`config.mk`:
```
export PLATFORM = sky130hd
export DESIGN_NAME = spi_io_top
export DESIGN_NICKNAME = d
export VERILOG_FILES = /design/src/spi_io_pkg.sv /design/src/spi_channel.sv /design/src/spi_io_top.sv /design/src/spi_req_dispatch.sv /design/src/spi_rsp_merge.sv
export VERILOG_INCLUDE_DIRS = /design/src
export SDC_FILE = /design/constraint.sdc
export NUM_CORES = 1
export LEC_CHECK = 0
export ABC_AREA = 1
export BUFFER_PORTS_ARGS = -buffer_cell sky130_fd_sc_hd__buf_4
export CORE_UTILIZATION = 30
export CTS_CLUSTER_SIZE = 25
export DETAILED_ROUTE_END_ITERATION = 7
export SLEW_MARGIN = 20
export SYNTH_ARGS = -nofsm -noshare
export SYNTH_HDL_FRONTEND = slang
export SYNTH_SLANG_ARGS = --single-unit
```
`constraint.sdc`:
```
create_clock -name clk -period 2.5 [get_ports clk]
set_input_delay 0.5 -clock clk [delete_from_list [all_inputs] [get_ports clk]]
set_output_delay 0.5 -clock clk [all_outputs]
set_load 0.02 [all_outputs]
```
`src/spi_io_settings.svh`:
```
// Channel count, field widths and credit depths for the SPI I/O block
`ifndef SPI_IO_SETTINGS_SVH
`define SPI_IO_SETTINGS_SVH

// Number of SPI master channels and width of a channel index
`define NUM_CHAN 4
`define CHAN_W 2

// Request tag and data byte widths
`define TAG_W 4
`define DATA_W 8

// Request FIFO depth, also the host's credits after reset
`define REQ_CREDITS 4

// Response credits held by the merger after reset
`define RSP_CREDITS 4

`endif

```
`src/spi_io_pkg.sv`:
```
// Opcode and register enums, control, request, response and pin structs
`default_nettype none

`include "spi_io_settings.svh"

package spi_io_pkg;

   typedef enum logic {
      OP_READ,
      OP_WRITE
   } spi_op_e;

   typedef enum logic [1:0] {
      REG_CTRL,
      REG_DATA,
      REG_STATUS
   } spi_reg_e;

   // Control register layout, reserved bits read as zero
   typedef struct packed {
      logic       sel;
      logic [2:0] rsvd;
      logic [3:0] div;
   } spi_ctrl_t;

   typedef struct packed {
      logic [`CHAN_W-1:0] chan;
      spi_op_e            op;
      spi_reg_e           reg_sel;
      logic [`TAG_W-1:0]  tag;
      logic [`DATA_W-1:0] data;
   } spi_req_t;

   typedef struct packed {
      logic [`CHAN_W-1:0] chan;
      logic [`TAG_W-1:0]  tag;
      logic               err;
      logic [`DATA_W-1:0] data;
   } spi_rsp_t;

   typedef struct packed {
      logic sclk;
      logic cs_n;
      logic mosi;
   } spi_pins_t;

endpackage

`default_nettype wire

```
`src/spi_channel.sv`:
```
// One SPI master channel with its registers, mode-0 shift engine and response slot
`timescale 1ns/1ps
`default_nettype none

`include "spi_io_settings.svh"

module spi_channel (
   input  wire                       clk,
   input  wire                       i_rst,
   input  wire                       i_req_valid,
   input  wire spi_io_pkg::spi_req_t i_req,
   input  wire                       i_rsp_ack,
   input  wire                       i_miso,
   output logic                      o_ready,
   output logic                      o_rsp_valid,
   output spi_io_pkg::spi_rsp_t      o_rsp,
   output spi_io_pkg::spi_pins_t     o_pins
);

   import spi_io_pkg::*;

   typedef enum logic [1:0] {
      ST_IDLE,
      ST_SHIFT,
      ST_RESP
   } state_e;

   localparam int BCNT_W = $clog2(`DATA_W + 1);

   state_e             state;
   spi_ctrl_t          ctrl;
   logic [`DATA_W-1:0] last_rx;
   logic [`DATA_W-1:0] xfer_cnt;
   logic [`DATA_W-1:0] tx_sh;
   logic [`DATA_W-1:0] rx_sh;
   logic [3:0]         div_cnt;
   logic [BCNT_W-1:0]  bit_cnt;
   spi_pins_t          pins;
   spi_rsp_t           rsp;
   logic               req_take;
   logic               data_wr;
   logic               xfer_done;
   logic               half_tick;

   assign req_take  = (state == ST_IDLE) && i_req_valid;
   assign data_wr   = (i_req.op == OP_WRITE) && (i_req.reg_sel == REG_DATA);
   assign xfer_done = (state == ST_SHIFT) && (bit_cnt == BCNT_W'(`DATA_W));
   assign half_tick = (state == ST_SHIFT) && !xfer_done && (div_cnt == '0);

   // Idle means the response slot is empty as well
   assign o_ready     = (state == ST_IDLE);
   assign o_rsp_valid = (state == ST_RESP);
   assign o_rsp       = rsp;
   assign o_pins      = pins;

   //********************
   // Control and FSM
   //********************

   always_ff @(posedge clk) begin
      if (i_rst) begin
         state     <= ST_IDLE;
         ctrl      <= '0;
         last_rx   <= '0;
         xfer_cnt  <= '0;
         div_cnt   <= '0;
         bit_cnt   <= '0;
         pins.sclk <= 1'b0;
         pins.cs_n <= 1'b1;
         pins.mosi <= 1'b0;
      end else begin
         case (state)
            ST_IDLE: begin
               if (i_req_valid && data_wr) begin
                  state     <= ST_SHIFT;
                  div_cnt   <= ctrl.div;
                  bit_cnt   <= '0;
                  pins.cs_n <= ~ctrl.sel;
                  pins.mosi <= i_req.data[`DATA_W-1];
               end else if (i_req_valid) begin
                  state <= ST_RESP;
                  if (i_req.op == OP_WRITE && i_req.reg_sel == REG_CTRL) begin
                     ctrl.sel  <= i_req.data[7];
                     ctrl.rsvd <= 3'b000;
                     ctrl.div  <= i_req.data[3:0];
                  end
               end
            end
            ST_SHIFT: begin
               if (xfer_done) begin
                  state     <= ST_RESP;
                  last_rx   <= rx_sh;
                  xfer_cnt  <= xfer_cnt + 1'b1;
                  pins.cs_n <= 1'b1;
                  pins.mosi <= 1'b0;
               end else if (half_tick) begin
                  div_cnt   <= ctrl.div;
                  pins.sclk <= ~pins.sclk;
                  // Falling edge, next bit out unless this was the last one
                  if (pins.sclk) begin
                     bit_cnt <= bit_cnt + 1'b1;
                     if (bit_cnt != BCNT_W'(`DATA_W - 1)) begin
                        pins.mosi <= tx_sh[`DATA_W-2];
                     end
                  end
               end else begin
                  div_cnt <= div_cnt - 1'b1;
               end
            end
            ST_RESP: begin
               if (i_rsp_ack) begin
                  state <= ST_IDLE;
               end
            end
            default: state <= ST_IDLE;
         endcase
      end
   end

   //********************
   // Shift and response data
   //********************

   always_ff @(posedge clk) begin
      if (req_take) begin
         tx_sh    <= i_req.data;
         rsp.chan <= i_req.chan;
         rsp.tag  <= i_req.tag;
         rsp.err  <= 1'b0;
         rsp.data <= '0;
         case (i_req.reg_sel)
            REG_CTRL: begin
               if (i_req.op == OP_READ) begin
                  rsp.data <= `DATA_W'(ctrl);
               end
            end
            REG_DATA:   rsp.data <= last_rx;
            REG_STATUS: begin
               if (i_req.op == OP_WRITE) begin
                  rsp.err <= 1'b1;
               end else begin
                  rsp.data <= xfer_cnt;
               end
            end
            default: rsp.data <= '0;
         endcase
      end else if (xfer_done) begin
         rsp.data <= rx_sh;
      end else if (half_tick) begin
         // Sample on rise, shift on fall
         if (!pins.sclk) begin
            rx_sh <= {rx_sh[`DATA_W-2:0], i_miso};
         end else begin
            tx_sh <= {tx_sh[`DATA_W-2:0], 1'b0};
         end
      end
   end

endmodule

`default_nettype wire

```
`src/spi_io_top.sv`:
```
// Top level with the request dispatcher, the SPI channel array and the response merger
`timescale 1ns/1ps
`default_nettype none

`include "spi_io_settings.svh"

module spi_io_top (
   input  wire                                        clk,
   input  wire                                        i_rst,
   input  wire                                        i_req_valid,
   input  wire spi_io_pkg::spi_req_t                  i_req,
   input  wire                                        i_rsp_credit,
   input  wire [`NUM_CHAN-1:0]                        i_miso,
   output wire                                        o_req_credit,
   output wire                                        o_rsp_valid,
   output wire spi_io_pkg::spi_rsp_t                  o_rsp,
   output wire spi_io_pkg::spi_pins_t [`NUM_CHAN-1:0] o_pins
);

   import spi_io_pkg::*;

   wire                          [`NUM_CHAN-1:0] chan_ready;
   wire                          [`NUM_CHAN-1:0] chan_req_valid;
   wire spi_req_t                                chan_req;
   wire                          [`NUM_CHAN-1:0] chan_rsp_valid;
   wire spi_rsp_t                [`NUM_CHAN-1:0] chan_rsp;
   wire                          [`NUM_CHAN-1:0] chan_ack;

   spi_req_dispatch u_dispatch (
      .clk          (clk),
      .i_rst        (i_rst),
      .i_req_valid  (i_req_valid),
      .i_req        (i_req),
      .i_chan_ready (chan_ready),
      .o_req_credit (o_req_credit),
      .o_chan_valid (chan_req_valid),
      .o_chan_req   (chan_req)
   );

   // Identical channels, request bus shared and qualified per channel
   for (genvar g = 0; g < `NUM_CHAN; g++) begin : g_chan
      spi_channel u_chan (
         .clk         (clk),
         .i_rst       (i_rst),
         .i_req_valid (chan_req_valid[g]),
         .i_req       (chan_req),
         .i_rsp_ack   (chan_ack[g]),
         .i_miso      (i_miso[g]),
         .o_ready     (chan_ready[g]),
         .o_rsp_valid (chan_rsp_valid[g]),
         .o_rsp       (chan_rsp[g]),
         .o_pins      (o_pins[g])
      );
   end

   spi_rsp_merge u_merge (
      .clk          (clk),
      .i_rst        (i_rst),
      .i_chan_valid (chan_rsp_valid),
      .i_chan_rsp   (chan_rsp),
      .i_rsp_credit (i_rsp_credit),
      .o_chan_ack   (chan_ack),
      .o_rsp_valid  (o_rsp_valid),
      .o_rsp        (o_rsp)
   );

endmodule

`default_nettype wire

```
`src/spi_req_dispatch.sv`:
```
// Request FIFO, request credit return and per-channel request routing
`timescale 1ns/1ps
`default_nettype none

`include "spi_io_settings.svh"

module spi_req_dispatch (
   input  wire                                 clk,
   input  wire                                 i_rst,
   input  wire                                 i_req_valid,
   input  wire spi_io_pkg::spi_req_t           i_req,
   input  wire [`NUM_CHAN-1:0]                 i_chan_ready,
   output logic                                o_req_credit,
   output logic [`NUM_CHAN-1:0]                o_chan_valid,
   output spi_io_pkg::spi_req_t                o_chan_req
);

   import spi_io_pkg::*;

   localparam int PTR_W = (`REQ_CREDITS > 1) ? $clog2(`REQ_CREDITS) : 1;
   localparam int CNT_W = $clog2(`REQ_CREDITS + 1);

   spi_req_t         mem [`REQ_CREDITS];
   logic [PTR_W-1:0] wr_ptr;
   logic [PTR_W-1:0] rd_ptr;
   logic [CNT_W-1:0] count;
   spi_req_t         head;
   logic             pop;

   function automatic logic [PTR_W-1:0] ptr_inc(input logic [PTR_W-1:0] p);
      return (p == PTR_W'(`REQ_CREDITS - 1)) ? '0 : p + 1'b1;
   endfunction

   //********************
   // Head routing
   //********************

   assign head = mem[rd_ptr];

   // Head leaves only when its own channel can take it
   assign pop = (count != '0) && i_chan_ready[head.chan];

   always_comb begin
      o_chan_valid = '0;
      if (pop) begin
         o_chan_valid[head.chan] = 1'b1;
      end
   end

   assign o_chan_req = head;

   //********************
   // FIFO storage
   //********************

   always_ff @(posedge clk) begin
      if (i_req_valid) begin
         mem[wr_ptr] <= i_req;
      end
   end

   always_ff @(posedge clk) begin
      if (i_rst) begin
         wr_ptr       <= '0;
         rd_ptr       <= '0;
         count        <= '0;
         o_req_credit <= 1'b0;
      end else begin
         if (i_req_valid) begin
            wr_ptr <= ptr_inc(wr_ptr);
         end
         if (pop) begin
            rd_ptr <= ptr_inc(rd_ptr);
         end
         case ({i_req_valid, pop})
            2'b10:   count <= count + 1'b1;
            2'b01:   count <= count - 1'b1;
            default: count <= count;
         endcase
         // One credit back per entry popped
         o_req_credit <= pop;
      end
   end

endmodule

`default_nettype wire

```
`src/spi_rsp_merge.sv`:
```
// Round-robin merge of channel responses onto the host port under response credits
`timescale 1ns/1ps
`default_nettype none

`include "spi_io_settings.svh"

module spi_rsp_merge (
   input  wire                                       clk,
   input  wire                                       i_rst,
   input  wire [`NUM_CHAN-1:0]                       i_chan_valid,
   input  wire spi_io_pkg::spi_rsp_t [`NUM_CHAN-1:0] i_chan_rsp,
   input  wire                                       i_rsp_credit,
   output logic [`NUM_CHAN-1:0]                      o_chan_ack,
   output logic                                      o_rsp_valid,
   output spi_io_pkg::spi_rsp_t                      o_rsp
);

   import spi_io_pkg::*;

   localparam int CRD_W = $clog2(`RSP_CREDITS + 1);

   logic [`CHAN_W-1:0] rr_ptr;
   logic [`CHAN_W-1:0] gnt_idx;
   logic               gnt_vld;
   logic [CRD_W-1:0]   credit_cnt;
   spi_rsp_t           gnt_rsp;

   // Search from the pointer, nothing granted without a credit
   always_comb begin
      int idx;
      idx     = 0;
      gnt_vld = 1'b0;
      gnt_idx = rr_ptr;
      if (credit_cnt != '0) begin
         for (int i = 0; i < `NUM_CHAN; i++) begin
            idx = (int'(rr_ptr) + i) % `NUM_CHAN;
            if (!gnt_vld && i_chan_valid[idx]) begin
               gnt_vld = 1'b1;
               gnt_idx = `CHAN_W'(idx);
            end
         end
      end
   end

   assign o_chan_ack = gnt_vld ? (`NUM_CHAN'(1) << gnt_idx) : '0;
   assign gnt_rsp    = i_chan_rsp[gnt_idx];

   always_ff @(posedge clk) begin
      if (i_rst) begin
         rr_ptr      <= '0;
         credit_cnt  <= CRD_W'(`RSP_CREDITS);
         o_rsp_valid <= 1'b0;
      end else begin
         o_rsp_valid <= gnt_vld;
         if (gnt_vld) begin
            rr_ptr <= (gnt_idx == `CHAN_W'(`NUM_CHAN - 1)) ? '0 : gnt_idx + 1'b1;
         end
         case ({gnt_vld, i_rsp_credit})
            2'b10:   credit_cnt <= credit_cnt - 1'b1;
            2'b01:   credit_cnt <= credit_cnt + 1'b1;
            default: credit_cnt <= credit_cnt;
         endcase
      end
   end

   always_ff @(posedge clk) begin
      if (gnt_vld) begin
         o_rsp <= gnt_rsp;
      end
   end

endmodule

`default_nettype wire

```
Yosys cells after proc, flatten, opt, wreduce, memory -nomap -nowiden
Memory sizes are Yosys's and may differ from the RTL's. A register that Yosys moved wholly into a read port is not among the register bits.
Cells that the tools add are included.
- register bits after elaboration: 285
- RAM bits: 68
- input port bits: 25
- word-level logic and storage cells: 466
- memories: 1
- memory list (name ; depth ; bits a word ; read ports ; clocked after memory_dff ; write ports ; line ; text):
    u_dispatch.mem ; 4 ; 17 ; 1 ; 1 ; 1 ; spi_req_dispatch.sv:23 ; spi_req_t mem [`REQ_CREDITS];
- $add $sub $neg: 22
- magnitude comparators: 7
- eq/ne operators: 69
- shift operators: 1
- multiplexer cells: 162
- bitwise logic cells: 23
- reduce and logical (&&, ||, !) cells: 106
- operators by type and width (cell ; number):
    $mux 8 ; 16
    $mux 4 ; 30
    $mux 7 ; 16
    $pmux 8 s3 ; 4
    $pmux 4 s2 ; 8
    $reduce_and 3->1 ; 20
    $mux 2 ; 29
    $mux 1 ; 41
    $reduce_and 5->1 ; 8
    $reduce_bool 2->1 ; 18
    $add 8x1->8 const B ; 4
    $ne 2x1->1 const B ; 16
    $reduce_and 4->1 ; 8
    $bmux 15 s2 ; 1
    $logic_and 1x1->1 ; 27
    $ne 2x2->1 const B ; 12
    $ne 3x1->1 const B ; 8
    $pmux 2 s3 ; 4
    $eq 2x2->1 const B ; 10
    $not 1->1 ; 20
    $add 4x1->4 const B ; 4
    $eq 4x4->1 const B ; 4
    $logic_not 4->1 ; 4
    $ne 4x3->1 const B ; 4
    23 further kinds ; 74

Depth between registers and ports, before layout
Gate-level depths: netlist of the first run.
- depth after elaboration: 21
- gate-level depth with buffers: 17

Modules after synthesis
A second synthesis of the first run with hierarchy kept.
- cell total of the unflattened synthesis: 1917
- area, all modules: 16896.2 sq um
- modules (own cells, without submodules) (module ; instances ; cells an instance ; area an instance (sq um) ; seq. area each (sq um)):
    spi_channel at g_chan[0].u_chan ... ; 3 ; 346 ; 2966.6 ; 1581.5
    spi_req_dispatch ; 1 ; 246 ; 3090.5 ; 2242.2
    spi_channel at g_chan[3].u_chan ; 1 ; 332 ; 2952.8 ; 1581.5
    spi_rsp_merge ; 1 ; 301 ; 1953.1 ; 570.5

Least setup slack after synthesis of the first run
No wires, ideal clock.
- kind: flip-flop to flip-flop
- start point: reg u_merge.rr_ptr[0]
- end point: reg u_merge.credit_cnt[2]
- library setup time: 123 ps
- arrival time: 2361 ps
- data required time: 2377 ps
- setup slack: 16 ps
- cell stages (with the launch flop): 16
- clock period less this slack: 2484 ps
- path through: dfxtp_1 -> buf_4 -> inv_2 -> buf_4 -> nand3_1 -> nand3_1 -> nand2_1 -> nand3_1 -> o21ai_1 -> ha_1 -> inv_1 -> fa_1 -> a21oi_1 -> inv_1 -> a21oi_1 -> o21ai_0
- cells in the longest elaborated chain, start to end: 18
- elaborated cells between the ends (all ways): 32
- classes of those cells: add/sub (3); eq/ne (2); mux (20); reduce/logical (7)
- RTL lines (what ; line ; text):
    start: declaration ; spi_rsp_merge.sv:22 ; logic [`CHAN_W-1:0] rr_ptr;
    start signal: assignment ; spi_rsp_merge.sv:56 ; rr_ptr <= (gnt_idx == `CHAN_W'(`NUM_CHAN - 1)) ? '0 : gnt_idx + 1'b1;
    parallel branches: the longest is 14 deep, another holds $add 2x1->2 ; - ;
    $mux 1 (*) ; spi_rsp_merge.sv:37 ; if (!gnt_vld && i_chan_valid[idx]) begin
    $mux 1 (*) ; spi_rsp_merge.sv:34 ; if (credit_cnt != '0) begin
    $eq 2x1->1 or $eq 2x2->1 (tied branches) ; spi_rsp_merge.sv:58 ; case ({gnt_vld, i_rsp_credit})
    $pmux 3 s2 or $reduce_bool 2->1 (tied branches) ; - ;
    end signal: assignment ; spi_rsp_merge.sv:59 ; 2'b10: credit_cnt <= credit_cnt - 1'b1;
    end signal: assignment ; spi_rsp_merge.sv:60 ; 2'b01: credit_cnt <= credit_cnt + 1'b1;
    end signal: assignment ; spi_rsp_merge.sv:61 ; default: credit_cnt <= credit_cnt;
    end: declaration ; spi_rsp_merge.sv:25 ; logic [CRD_W-1:0] credit_cnt;
Mark *: on every way between the ends. The select of a mux whose other input is x is not followed.
A chain may end at the register's enable or synchronous reset.

Worst setup path after layout of the first run
Same ends and word-level chain as after synthesis.

==> metrics.md, run 1 <==
| Metric | Value |
|---|---|
| # diodes | 0 |
| Final antenna-violating net count | 0 |
| Fmax | 429 MHz |
| Multi-input logic area | 5440 um^2 |
| Slew @ Worst Pin | 0.606 ns |
| Largest cells by area after synthesis | edfxtp_1, dfxtp_1, nand2_1, o21ai_0, nand3_1 |
| First-pass GRT wire length | 62000 um |
| CP Max Fanout | 7 |
| Finished Cell Area | 18300 um^2 |
| Share of cells above drive strength 1 | 0.128 |
| I/O pin count | 54 |
| Initial Utilization | 0.305 |
| Setup Viol. Count Final | 0 |
| Yosys top cell by area | edfxtp_1 |
| Pre-CTS WS | -0.00738 ns |
| Met2 wire length | 18800 um |
| Die area | 52100 um^2 |
| Sequential cell area | 9150 um^2 |
| Placed Area | 17000 um^2 |
| Post-synth top area share | 0.397 |
| FF+latch count, synth | 355 |
| Crit-path cells | buf_4 -> nand3_1 -> nand3_1 -> nand2_2 -> nand3_2 -> o21ai_2 -> ha_1 -> inv_1 -> fa_1 -> a21oi_1 -> inv_1 -> a21oi_1 -> o21ai_0 |
| Port bufs | 53 |
| Vias in the first global route | 11.4k |
| Clock Path Buffers | 3 |
| Root buffer cell | clkbuf_16 |
| Pre-Repair DR Iteration Count | 5 |
| Die width | 228 um |
| Remaining Overflow, GRT | 0 |
| Cts bufs inserted | 39 |
| DRT iter0 DRCs | 1037 |
| Peak VDD IR | 0.606 mV |
| Wire per inst | 15.9 um |
| Dpl hpwl | 27400 um |
| Slew Limit Fails | 0 |
| Cell Rows | 82 |
| Gpl congestion | 0.828 |
| Largest net degree at the start of global routing | 108 |
| Synthesized area | 15400 um^2 |
| CP delay by family, top | adder cells |
| Post-Synthesis Cells | 1657 |
| Syn Nets | 1711 |
| Initial antenna violation count | 0 |
| Hold Violations, Final | 0 |
| Setup crit end kind | flip-flop |
| WL met3 | 2090 um |
| Top sig layer | met4 |
| Worst setup path startpoint | u_merge.rr_ptr[0] |
| Final WS setup | 0.169 ns |
| FILL cells | 5038 |
| Area grow syn2layout | 19.4% |
| Pwr dens | 1130 nW/um^2 |
| CTS sink count | 355 |
| Via count | 11.9k |
| Sequential-to-total area share from yosys stat | 0.595 |
| Die H | 228 um |
| Fin Hold WS | 0.143 ns |
| Normalized max-slew margin | 0.596 |
| Slowest cell delay on critical path | 0.43 ns |
| Via-per-instance ratio | 4.84 |
| Status | completed |
| Critical Path RT | 2.91 ns |
| DRC viols | 0 |
| CTS tree | done |
| Total track usage | 0.149 |
| Period utilization | 0.933 |
| Max-Cap Viols | 0 |
| Startpoint types | flip-flop |
| Worst min-delay path category | primary input to flip-flop |
| H-tree levels | 2 |
| WP data arrival | 2.74 ns |
| Final Skew | 0.0214 ns |
| LEAKAGE | 7.10 nW |
| Syn. warnings | 0 |
| Fin nets | 1810 |
| Unrepaired setup endpoints after global routing | yes |
| Min-delay src | i_miso[2] |
| Worst-path clk slew | 0.06 ns |
| DRT met1 WL | 17400 um |
| Crit path time final | 2.33 ns |
| Worst path buffer plus inverter count | 3 |
| Final wirelength | 39100 um |
| RR Startpoint | u_merge.rr_ptr[0] |
| Placeable Area | 50300 um^2 |
| Syn Area/Cell | 9.27 um^2 |
| WS Path Type | flip-flop to flip-flop |
| Worst skew pair latency | 0.54 ns |
| CP max stage cell | fa_1 |
| Cell variety after synth | 39 |
## where the power goes
part | switching, mW | leakage [nW] | internal (mW)
logic | 4.76 | 3.39 | 2.28
registers | 0.420 | 3.10 | 7.61
clock network | 2.29 | 0.609 | 3.40
## logic make-up (layout without fill, tap and decap cells)
group	count (synthesis)	in the layout	synth area share
fa+ha+maj	29	29	0.0246
simple gates	706	706	0.199
xor+xnor	13	13	0.00742
buf+inv	219	349	0.0556
flops	355	355	0.595
compound gates	334	334	0.117
mux	1	1	0.000652
## path summary, 6_finish.rpt
kind / cells after the start / slack [ns] / endpoint
setup / recovery: 13 / 0.17 / u_merge.credit_cnt[2]
hold / removal: 1 / 0.14 / g_chan[2].u_chan.rx_sh[0]
setup reg to reg: 13 / 0.17 / u_merge.credit_cnt[2]
hold reg to reg: 1 / 0.46 / g_chan[1].u_chan.xfer_cnt[7]
## layer usage
metal | vias up | track usage
li1 | 5904 | -
met1 | 5648 | 0.197
met2 | 303 | 0.248
met3 | 57 | 0.0249
met4 | 0 | 0.0466
met5 | - | 0
## what timing repair did
item	4_1_cts	5_1_grt
hold buffers	0	0
resized for setup	3	25
endpoints found under the setup margin	3	105
pin swaps	0	1
setup buffers	0	2
## cell usage in the layout (no fill, tap or decap), types with 3 or more instances in the layout
cell       netlist  final
clkinv_1         1      4
nor2_4           2      5
bufinv_16        0      3
nand2_1        287    284
nor3b_1          6      6
dfxtp_1        152    148
a31oi_1         19     19
o21ai_1          2      4
nand2_2          7      8
a21oi_1         88     87
nor2_1         179    178
buf_12           0      9
nand2_4          1      3
edfxtp_1       203    203
clkbuf_8         0      4
xor2_1          11     11
nand4_1         28     28
nand3_1        159    158
buf_4            4    119
dfxtp_2          0      3
nor2_2           7      5
inv_2            8     11
inv_1          138    134
nor3_1          25     23
clkbuf_16        0     40
clkbuf_1        54     18
a32oi_1         17     16
o22ai_1          7      7
ha_1            27     27
o21ai_0        189    186
a211oi_1         7      7
## registers in the layout (all words and copies together) (netlist names), named ones only
| signal | count |
|---|---|
| u_dispatch.mem | 68 |
| g_chan.u_chan.o_rsp | 60 |
| g_chan.u_chan.last_rx | 32 |
| g_chan.u_chan.rx_sh | 32 |
| g_chan.u_chan.xfer_cnt | 32 |
| g_chan.u_chan.tx_sh | 28 |
| g_chan.u_chan.ctrl | 20 |
| g_chan.u_chan.bit_cnt | 16 |
| g_chan.u_chan.div_cnt | 16 |
| u_merge.o_rsp | 15 |
| g_chan.u_chan.o_pins | 12 |
| g_chan.u_chan.state | 8 |
| u_dispatch.count | 3 |
| u_merge.credit_cnt | 3 |
| u_dispatch.rd_ptr | 2 |
| u_dispatch.wr_ptr | 2 |
| u_merge.rr_ptr | 2 |
| u_dispatch.o_req_credit | 1 |
| u_merge.o_rsp_valid | 1 |
## cells in the mapped netlist (all sizes together)
cell type	number
ha	27
nand2	295
a31oi	19
a211oi	7
a21oi	88
xnor2	2
nor3b	6
o21ai	191
xor2	11
a32oi	17
nand4	28
nor4	2
inv	147
o21bai	2
clkbuf	54
clkinv	1
o22ai	7
buf	17
nand3	160
dfxtp	152
edfxtp	203
a21o	2
nor3	27
o211a	1
fa	2
nor2	188
mux2i	1
## through the flow
stage          utilization  TNS, ns  power [mW]  instances
6_report             0.365        0        20.8       2459
2_1_floorplan            -        0        12.3       1657
4_1_cts              0.363        0        20.8       2457
5_1_grt              0.365   -0.190        22.0       2459
3_5_place_dp         0.338  -0.0116        15.1       2385
3_3_place_gp         0.338  -0.0174        14.9       2385
## cell type report
type | instances | share of cell area
tap | 672 | 0.0459
clock inverter | 10 | 0.00744
clock buffer | 62 | 0.0613
multi-input combinational | 1083 | 0.297
sequential | 355 | 0.499
inverter | 148 | 0.0306
timing repair buffer | 129 | 0.0592
(Power assumes the default switching activity.)
==> run 2, diff against run 1 <==
- ABC_AREA: 1 -> unset
==> run 2 against run 1 <==
Net effect: the flow now finishes with violations (negative setup slack); die area is 1.4% lower; count of clock-buffer cells in the layout is 14 lower; global-route usage is 0.48 points lower; combinational power is 7.2% lower; via count is 13% lower; fmax is 14% lower; final cell count is 13% lower; critical endpoint is now u_dispatch.count[2]; largest cell class unchanged.
==> metrics.md, run 2 <==
| Metric | Value |
|---|---|
| Status | finished with violations |
| Violated checks | negative setup slack |
| Yosys top cell by area | edfxtp_1 |
| Port bufs | 53 (unchanged) |
| DRC viols | 0 (unchanged) |
| Setup Viol. Count Final | 53 (+53) |
| LEAKAGE | 6.61 nW (-6.9%) |
| Slowest cell delay on critical path | 0.57 ns (+0.14 ns) |
| FF+latch count, synth | 355 (unchanged) |
| Peak VDD IR | 0.853 mV (+41%) |
| CTS Hold Bufs | 0 (unchanged) |
| Clock network power share | 0.284 (+0.010) |
| Share of cells above drive strength 1 | 0.274 (+0.146) |
| Vias in the first global route | 10.4k (-8.6%) |
| Worst path buffer plus inverter count | 1 (-2) |
| CTS tree | done |
| Dpl hpwl | 24800 um (-9.7%) |
| Top flop regs | u_dispatch.mem (68), g_chan.u_chan.o_rsp (60) |
| Root buffer cell | clkbuf_16 |
| CP max stage cell | mux4_2 |
| Cell Rows | 81 (-1.2%) |
| H-tree levels | 2 (unchanged) |
| WS Path Type | flip-flop to flip-flop |
| Max-Cap Viols | 0 (unchanged) |
| Post-synth top area share | 0.403 (+0.00584) |
| FILL cells | 4730 (-6.1%) |
| Synthesized area | 15100 um^2 (-1.5%) |
| Slew Limit Fails | 0 (unchanged) |
| Count leader, synth | edfxtp_1 |
| Switch share | 0.316 (-0.0436) |
| Most frequent cells in the layout | edfxtp_1, buf_4, nor2_1 |
| Gpl congestion | 0.821 (-0.87%) |
| Pre-Repair DR Iteration Count | 5 (unchanged) |
| Crit path time final | 2.70 ns (+0.365 ns) |
| Min-delay src | i_miso[0] |
| Slew @ Worst Pin | 0.683 ns (+0.0775 ns) |
| Period utilization | 1.08 (+0.146) |
| Cell variety after synth | 71 (+82%) |
| CP Max Fanout | 4 (-3) |
| Pre-CTS WS | -0.234 ns (-0.227 ns) |
| Unrepaired setup endpoints after global routing | yes |
| Die area | 51300 um^2 (-1.4%) |
| Final wirelength | 36600 um (-6.5%) |
| Final antenna-violating net count | 0 (unchanged) |
| Worst reg-to-reg path cell count | 10 (-3) |
| Fin nets | 1510 (-17%) |
| Clock Path Buffers | 3 (unchanged) |
| Fin Hold WS | 0.133 ns (-0.0104 ns) |
| Top reg by flops | u_dispatch.mem |
| Switching power | 6.28 mW (-16%) |
| Pwr Total | 19.8 mW (-4.4%) |
| Largest net degree at the start of global routing | 57 (-47%) |
| Prevailing post-synth register cell | edfxtp_1 |
| Worst min-delay path category | primary input to flip-flop |
| Post-route setup TNS | -4.06 ns (-4.06 ns) |
| Area grow syn2layout | 25.9% |
| Most frequent cells after synthesis | edfxtp_1, nor2_1, dfxtp_1 |
| Remaining Overflow, GRT | 0 (unchanged) |
| Worst-path clk slew | 0.06 ns (about the same) |
| Syn. warnings | 0 (unchanged) |
| Final WS setup | -0.196 ns (-0.365 ns) |
| Pint | 13.6 mW (+2.1%) |
| Post-Synthesis Cells | 1292 (-22%) |
| Cts bufs inserted | 39 (unchanged) |
| Sequential-to-total area share from yosys stat | 0.604 (+0.00876) |
| Fmax | 371 MHz (-14%) |
| Post-synth EDFFs | 203 (unchanged) |
| Worst skew pair latency | 0.55 ns (about the same) |
| Placed Area | 17100 um^2 (+0.76%) |
| Seq pwr share | 0.387 (about the same) |
| Syn Area/Cell | 11.7 um^2 (+26%) |
| Total track usage | 0.144 (-0.00477) |
| Critical Path RT | 2.96 ns (+0.05 ns) |
| Placeable Area | 49400 um^2 (-1.8%) |
| Max FFs per register | 68 (unchanged) |
| Via count | 10.4k (-13%) |
| Normalized max-slew margin | 0.545 (-0.0517) |
| Initial Utilization | 0.307 (+0.00116) |
| Setup crit end kind | flip-flop |
| Largest cells by area after synthesis | edfxtp_1, dfxtp_1, mux4_2, nor2_1, a21oi_1 |
| Hold path cells | 1 (unchanged) |
| Die H | 227 um (-0.72%) |
| Final Skew | 0.0292 ns (+0.00783 ns) |
| First-pass GRT wire length | 58000 um (-6.4%) |
| # diodes | 0 (unchanged) |
| CP delay by family, top | simple AND/OR/NAND/NOR gates |
| Hold Violations, Final | 0 (unchanged) |
| CTS sink count | 355 (unchanged) |
| Die width | 227 um (-0.72%) |
| I/O pin count | 54 (unchanged) |
| CP Depth | 10 (-3) |
| WP data arrival | 3.16 ns (+0.42 ns) |
| Combinational group share of total power | 0.329 (-0.010) |
| Syn Nets | 1346 (-21%) |
| Finished Cell Area | 19000 um^2 (+3.9%) |
| Ys async rst share | 0 (unchanged) |
| Initial antenna violation count | 0 (unchanged) |
| Crit-path cells | mux4_2 -> nor3_2 -> a211oi_1 -> nor4_4 -> ha_2 -> inv_2 -> fa_2 -> xor2_1 -> or3_1 -> a21oi_2 |
| Via-per-instance ratio | 4.83 (-0.19%) |
| Pwr dens | 1040 nW/um^2 (-8.0%) |
| DRT iter0 DRCs | 722 (-30%) |
| Wire per inst | 17.0 um (+6.9%) |
| Startpoint types | flip-flop |
| Most common cell after layout, fill and taps aside | edfxtp_1 |
run 2: changes by cell type in the layout (fill, tap and decap cells not counted), sizes merged, moves of 26 or more:
cell	before	now
a22oi	0	32
mux4	0	32
a21oi	88	114
nand2	295	124
buf	129	184
mux2i	1	33
nand3	160	23
inv	148	34
o21ai	191	36
run 2: timing repair:
item / CTS / global route
pin swaps: 7 / 33
buffers inserted: 7 / 15
endpoints found under the setup margin: 146 / 133
resized for setup: 44 / 100
cloned: 2 / 2
run 2: worst paths after layout:
check	end	slack [ns]
setup / recovery	u_dispatch.count[2]	-0.20
hold / removal	g_chan[0].u_chan.rx_sh[0]	0.13
setup reg to reg	u_dispatch.count[2]	-0.20
hold reg to reg	g_chan[0].u_chan.last_rx[4]	0.46
run 2: cells by family after synthesis:
kind of cell	Yosys count	share of synthesized area
adders and majority gates	29	0.0250
DFF	355	0.604
and+or+nand+nor	447	0.140
xor gates and xnor gates	47	0.0272
buffers and inverters	95	0.0248
muxes	85	0.0846
AOI/OAI and AO/OA	234	0.0949
run 2: cell type report:
cell class | instances | area (um^2) | share of cell area
clock buffers | 48 | 1040 | 0.0546
well taps | 664 | 831 | 0.0436
multi-input cells | 842 | 6080 | 0.319
repair buffers | 186 | 1610 | 0.0845
inverters | 32 | 120 | 0.00631
clock inverters | 24 | 218 | 0.0114
flip-flops and latches | 355 | 9150 | 0.481
run 2: stage by stage:
stage                     instances   util
after CTS                      2138  0.377
final                          2151  0.386
after floorplan                1292      -
after global routing           2151  0.386
after detailed placement       2057  0.346
after global placement         2057  0.346
run 2: metal layers:
metal,global-route usage,wire length [um],up-vias
li1,-,-,5032
met2,0.235,17300,204
met5,0,0,-
met1,0.197,16800,5108
met3,0.0218,1530,56
met4,0.0434,932,0
run 2: worst reg2reg max path: cells and delay by family (launching register included):
kind | cells | cell delay, ns
adder cells (fa/ha/maj) | 2 | 0.57
XOR/XNOR | 1 | 0.15
AND/OR/NAND/NOR | 3 | 0.69
multiplexers | 1 | 0.57
buffers and inverters | 1 | 0.04
flip-flops | 1 | 0.37
AO/OA/AOI/OAI | 2 | 0.24
run 2: power by group through the flow:
stage          combinational (mW)  clock [mW]  sequential, mW
6_report                     6.54        5.63            7.68
5_1_grt                      7.01        5.99            7.74
4_1_cts                      6.24        5.78            7.68
3_5_place_dp                 5.86           0            7.79
3_3_place_gp                 5.78           0            7.76
2_1_floorplan                3.29           0            7.84
==> run 3, diff against run 2 <==
- SYNTH_HIERARCHICAL: unset -> 1
==> run 3 against run 2 <==
Net effect: the run still ends with negative setup slack left; sequential cell count unchanged; wire length increased by 3.7%; die area increased by 5.6%; via count increased by 6.0%; largest cell class unchanged; largest power group unchanged.
==> metrics.md, run 3 <==
| Metric | Value |
|---|---|
| Status | finished with violations |
| Violated checks | negative setup slack |
| CP max stage cell | mux4_2 |
| Post-Synth Simple-Gate Area | 0.170 (+0.0304) |
| Gpl congestion | 0.798 (-2.8%) |
| Mux cell area share after synthesis | 0.0798 (-0.00474) |
| Placeable Area | 52600 um^2 (+6.5%) |
| Worst min-delay path category | primary input to flip-flop |
| Period utilization | 1.03 (-0.0472) |
| Root buffer cell | clkbuf_16 |
| Switching power | 6.19 mW (-1.3%) |
| I/O pin count | 54 (unchanged) |
| Max FFs per register | 68 (unchanged) |
| Initial Utilization | 0.304 (-0.00242) |
| Unrepaired setup endpoints after global routing | yes |
| Post-synthesis xor/xnor area fraction | 0.0175 (-0.00967) |
| Clock network power share | 0.293 (+0.009) |
| Ys async rst share | 0 (unchanged) |
| Largest cells by area after synthesis | edfxtp_1, dfxtp_1, mux2i_1, nand2_1, nor2_1 |
| Slew @ Worst Pin | 0.791 ns (+0.108 ns) |
| # diodes | 0 (unchanged) |
| H-tree levels | 2 (unchanged) |
| Clock Path Buffers | 3 (unchanged) |
| CTS sink count | 355 (unchanged) |
| Via-per-instance ratio | 4.88 (+0.93%) |
| DRC viols | 0 (unchanged) |
| Cts bufs inserted | 38 (-2.6%) |
| First-pass GRT wire length | 59900 um (+3.2%) |
| Fin nets | 1600 (+6.0%) |
| Synthesized area | 16000 um^2 (+5.6%) |
| Die H | 233 um (+2.8%) |
| Seq pwr share | 0.384 (-0.003) |
| Compound-cell area share of the yosys netlist | 0.100 (+0.00519) |
| Most frequent cells in the layout | nand2_1, edfxtp_1, buf_4 |
| Cell variety after synth | 77 (+8.5%) |
| Placed cells | 2180 (+6.0%) |
| Via count | 11.0k (+6.0%) |
| Post-synthesis adder-cell area fraction | 0.0268 (+0.00180) |
| Share of cells above drive strength 1 | 0.216 (-0.0573) |
| Initial antenna violation count | 0 (unchanged) |
| Slew Limit Fails | 0 (unchanged) |
| Wire per inst | 16.8 um (-1.2%) |
| Multi-input logic area | 6520 um^2 (+7.2%) |
| Prevailing post-synth register cell | edfxtp_1 |
| FF+latch count, synth | 355 (unchanged) |
| Fin Hold WS | 0.150 ns (+0.0170 ns) |
| Peak VDD IR | 0.555 mV (-35%) |
| Syn Nets | 1439 (+6.9%) |
| Slowest cell delay on critical path | 0.57 ns (about the same) |
| CTS Hold Bufs | 0 (unchanged) |
| Post-synth top area share | 0.381 (-0.0215) |
| Final antenna-violating net count | 0 (unchanged) |
| Pwr Total | 19.7 mW (-0.97%) |
| Switch share | 0.315 (-0.00115) |
| Largest family of logic cells by synthesized area | simple AND/OR/NAND/NOR gates |
| Cell Count, Final, Fillers Out | 2259 (+5.0%) |
| Vias in the first global route | 10.8k (+4.1%) |
| Pre-Repair DR Iteration Count | 5 (unchanged) |
| Met1 Use GR | 0.196 (-0.00164) |
| Cell Rows | 84 (+3.7%) |
| Grt met3 use | 0.0216 (-0.000201) |
| Syn. warnings | 6 (+6) |
| Top reg by flops | u_dispatch/mem |
| Sequential cell area | 9140 um^2 (-0.11%) |
| Final WS setup | -0.0783 ns (+0.118 ns) |
| CP Max Fanout | 4 (unchanged) |
| Most Crowded Layer GR | met2 |
| Largest net degree at the start of global routing | 50 (-12%) |
| Pwr dens | 1010 nW/um^2 (-3.4%) |
| Remaining Overflow, GRT | 0 (unchanged) |
| Post-layout util | 0.372 (-0.0143) |
| Count leader, synth | nand2_1 |
| Met2 GRT Util | 0.227 (-0.00809) |
| Syn Area/Cell | 11.6 um^2 (-1.2%) |
| Die width | 233 um (+2.8%) |
| Top flop regs | u_dispatch/mem (68), g_chan.u_chan/o_rsp (60) |
| Post-synth EDFFs | 203 (unchanged) |
| Hold Violations, Final | 0 (unchanged) |
| Pre-CTS WS | -0.170 ns (+0.0645 ns) |
| Crit-path cells | mux4_2 -> mux2i_1 -> o22ai_4 -> ha_2 -> inv_2 -> fa_2 -> xor2_1 -> or3_1 -> a21oi_1 |
| Worst-path clk slew | 0.06 ns (about the same) |
| Port bufs | 53 (unchanged) |
| Post-Synthesis Cells | 1381 (+6.9%) |
| LEAKAGE | 7.20 nW (+9.0%) |
| WS Path Type | flip-flop to flip-flop |
| Most frequent cells after synthesis | nand2_1, edfxtp_1, dfxtp_1 |
| Combinational group share of total power | 0.324 (-0.005) |
| FILL cells | 5112 (+8.1%) |
| WP data arrival | 3.04 ns (-0.12 ns) |
| Setup Viol. Count Final | 1 (-98%) |
| Max-Cap Viols | 0 (unchanged) |
| Area grow syn2layout | 22.2% |
| Worst skew pair latency | 0.53 ns (-0.02 ns) |
| DRT iter0 DRCs | 699 (-3.2%) |
| Final wirelength | 37900 um (+3.7%) |
| Normalized max-slew margin | 0.473 (-0.0718) |
| Die area | 54200 um^2 (+5.6%) |
| Setup crit end kind | flip-flop |
| Critical Path RT | 2.96 ns (about the same) |
| Total track usage | 0.141 (-0.00363) |
| Final Skew | 0.0225 ns (-0.00671 ns) |
| Dpl hpwl | 26700 um (+7.8%) |
| Yosys top cell by area | edfxtp_1 |
| CTS tree | done |
| Sequential-to-total area share from yosys stat | 0.572 (-0.0322) |
| Pint | 13.5 mW (-0.80%) |
| Fmax | 388 MHz (+4.6%) |
| Crit path time final | 2.58 ns (-0.118 ns) |
| Startpoint types | flip-flop |
-- run 3: changes by cell type in the layout (fill, tap and decap cells not counted), sizes merged, moves of 19 or more --
cell | previous run | this run
a2bb2oi | 0 | 21
xor2 | 34 | 11
nand2 | 124 | 211
a21oi | 114 | 81
inv | 34 | 63
mux2i | 33 | 84
mux2 | 20 | 1
nor2 | 164 | 113
-- run 3: final cells by class --
class | instances | share of cell area
clock inverters | 23 | 0.0132
flip-flops and latches | 355 | 0.468
well taps | 688 | 0.0441
clock buffers | 46 | 0.0518
inverters | 60 | 0.0117
repair buffers | 178 | 0.0773
multi-input cells | 909 | 0.334
-- run 3: path summary, 6_finish.rpt --
kind | depth (start not counted) | startpoint | slack, ns | endpoint
setup / recovery | 9 | flip-flop | -0.08 | u_dispatch/count[2]
setup reg to reg | 9 | flip-flop | -0.08 | u_dispatch/count[2]
hold / removal | 1 | i_miso[0] | 0.15 | g_chan[0].u_chan/rx_sh[0]
hold reg to reg | 2 | g_chan[3].u_chan/last_rx[1] | 0.46 | g_chan[3].u_chan/last_rx[1]
-- run 3: cell families (layout without fill, tap and decap cells) --
logic type / after synthesis / after routing
AND/OR/NAND/NOR: 512 / 512
flip-flops: 355 / 355
AO/OA/AOI/OAI: 229 / 229
buffers and inverters: 117 / 307
multiplexers: 103 / 103
adder cells (fa/ha/maj): 33 / 33
XOR/XNOR: 32 / 32
-- run 3: worst max-delay path: cells and delay by family, from the launching register on --
kind	cells	cell delay, ns
XOR/XNOR	1	0.15
adder cells (fa/ha/maj)	2	0.54
AND/OR/NAND/NOR	1	0.30
AO/OA/AOI/OAI	2	0.36
multiplexers	2	0.75
buffers and inverters	1	0.04
flip-flops	1	0.36
-- run 3: per-stage QoR --
| stage | setup TNS (ns) | area (um^2) |
|---|---|---|
| global route | -1.40 | 19500 |
| floorplan | -0.199 | 16000 |
| global placement | -0.328 | 18000 |
| detailed placement | -2.96 | 18000 |
| CTS | -0.110 | 19300 |
| finish | -0.0783 | 19500 |
-- run 3: what timing repair did --
action | CTS | global route
setup endpoints to repair | 73 | 69
setup buffers | 0 | 10
pin swaps | 5 | 11
resized for setup | 11 | 37
-- run 3: metal layers --
metal / wire length (um) / vias up
li1: - / 5340
met1: 17700 / 5388
met2: 17700 / 238
met3: 1720 / 58
met4: 791 / 0
met5: 0 / -
-- run 3: power by group through the flow --
stage	Sequential, mW	Clock [mW]	Combinational [mW]
3_3_place_gp	7.65	0	5.87
6_report	7.54	5.75	6.36
4_1_cts	7.54	5.92	6.08
5_1_grt	7.60	6.14	6.85
3_5_place_dp	7.65	0	5.99
2_1_floorplan	7.76	0	3.35
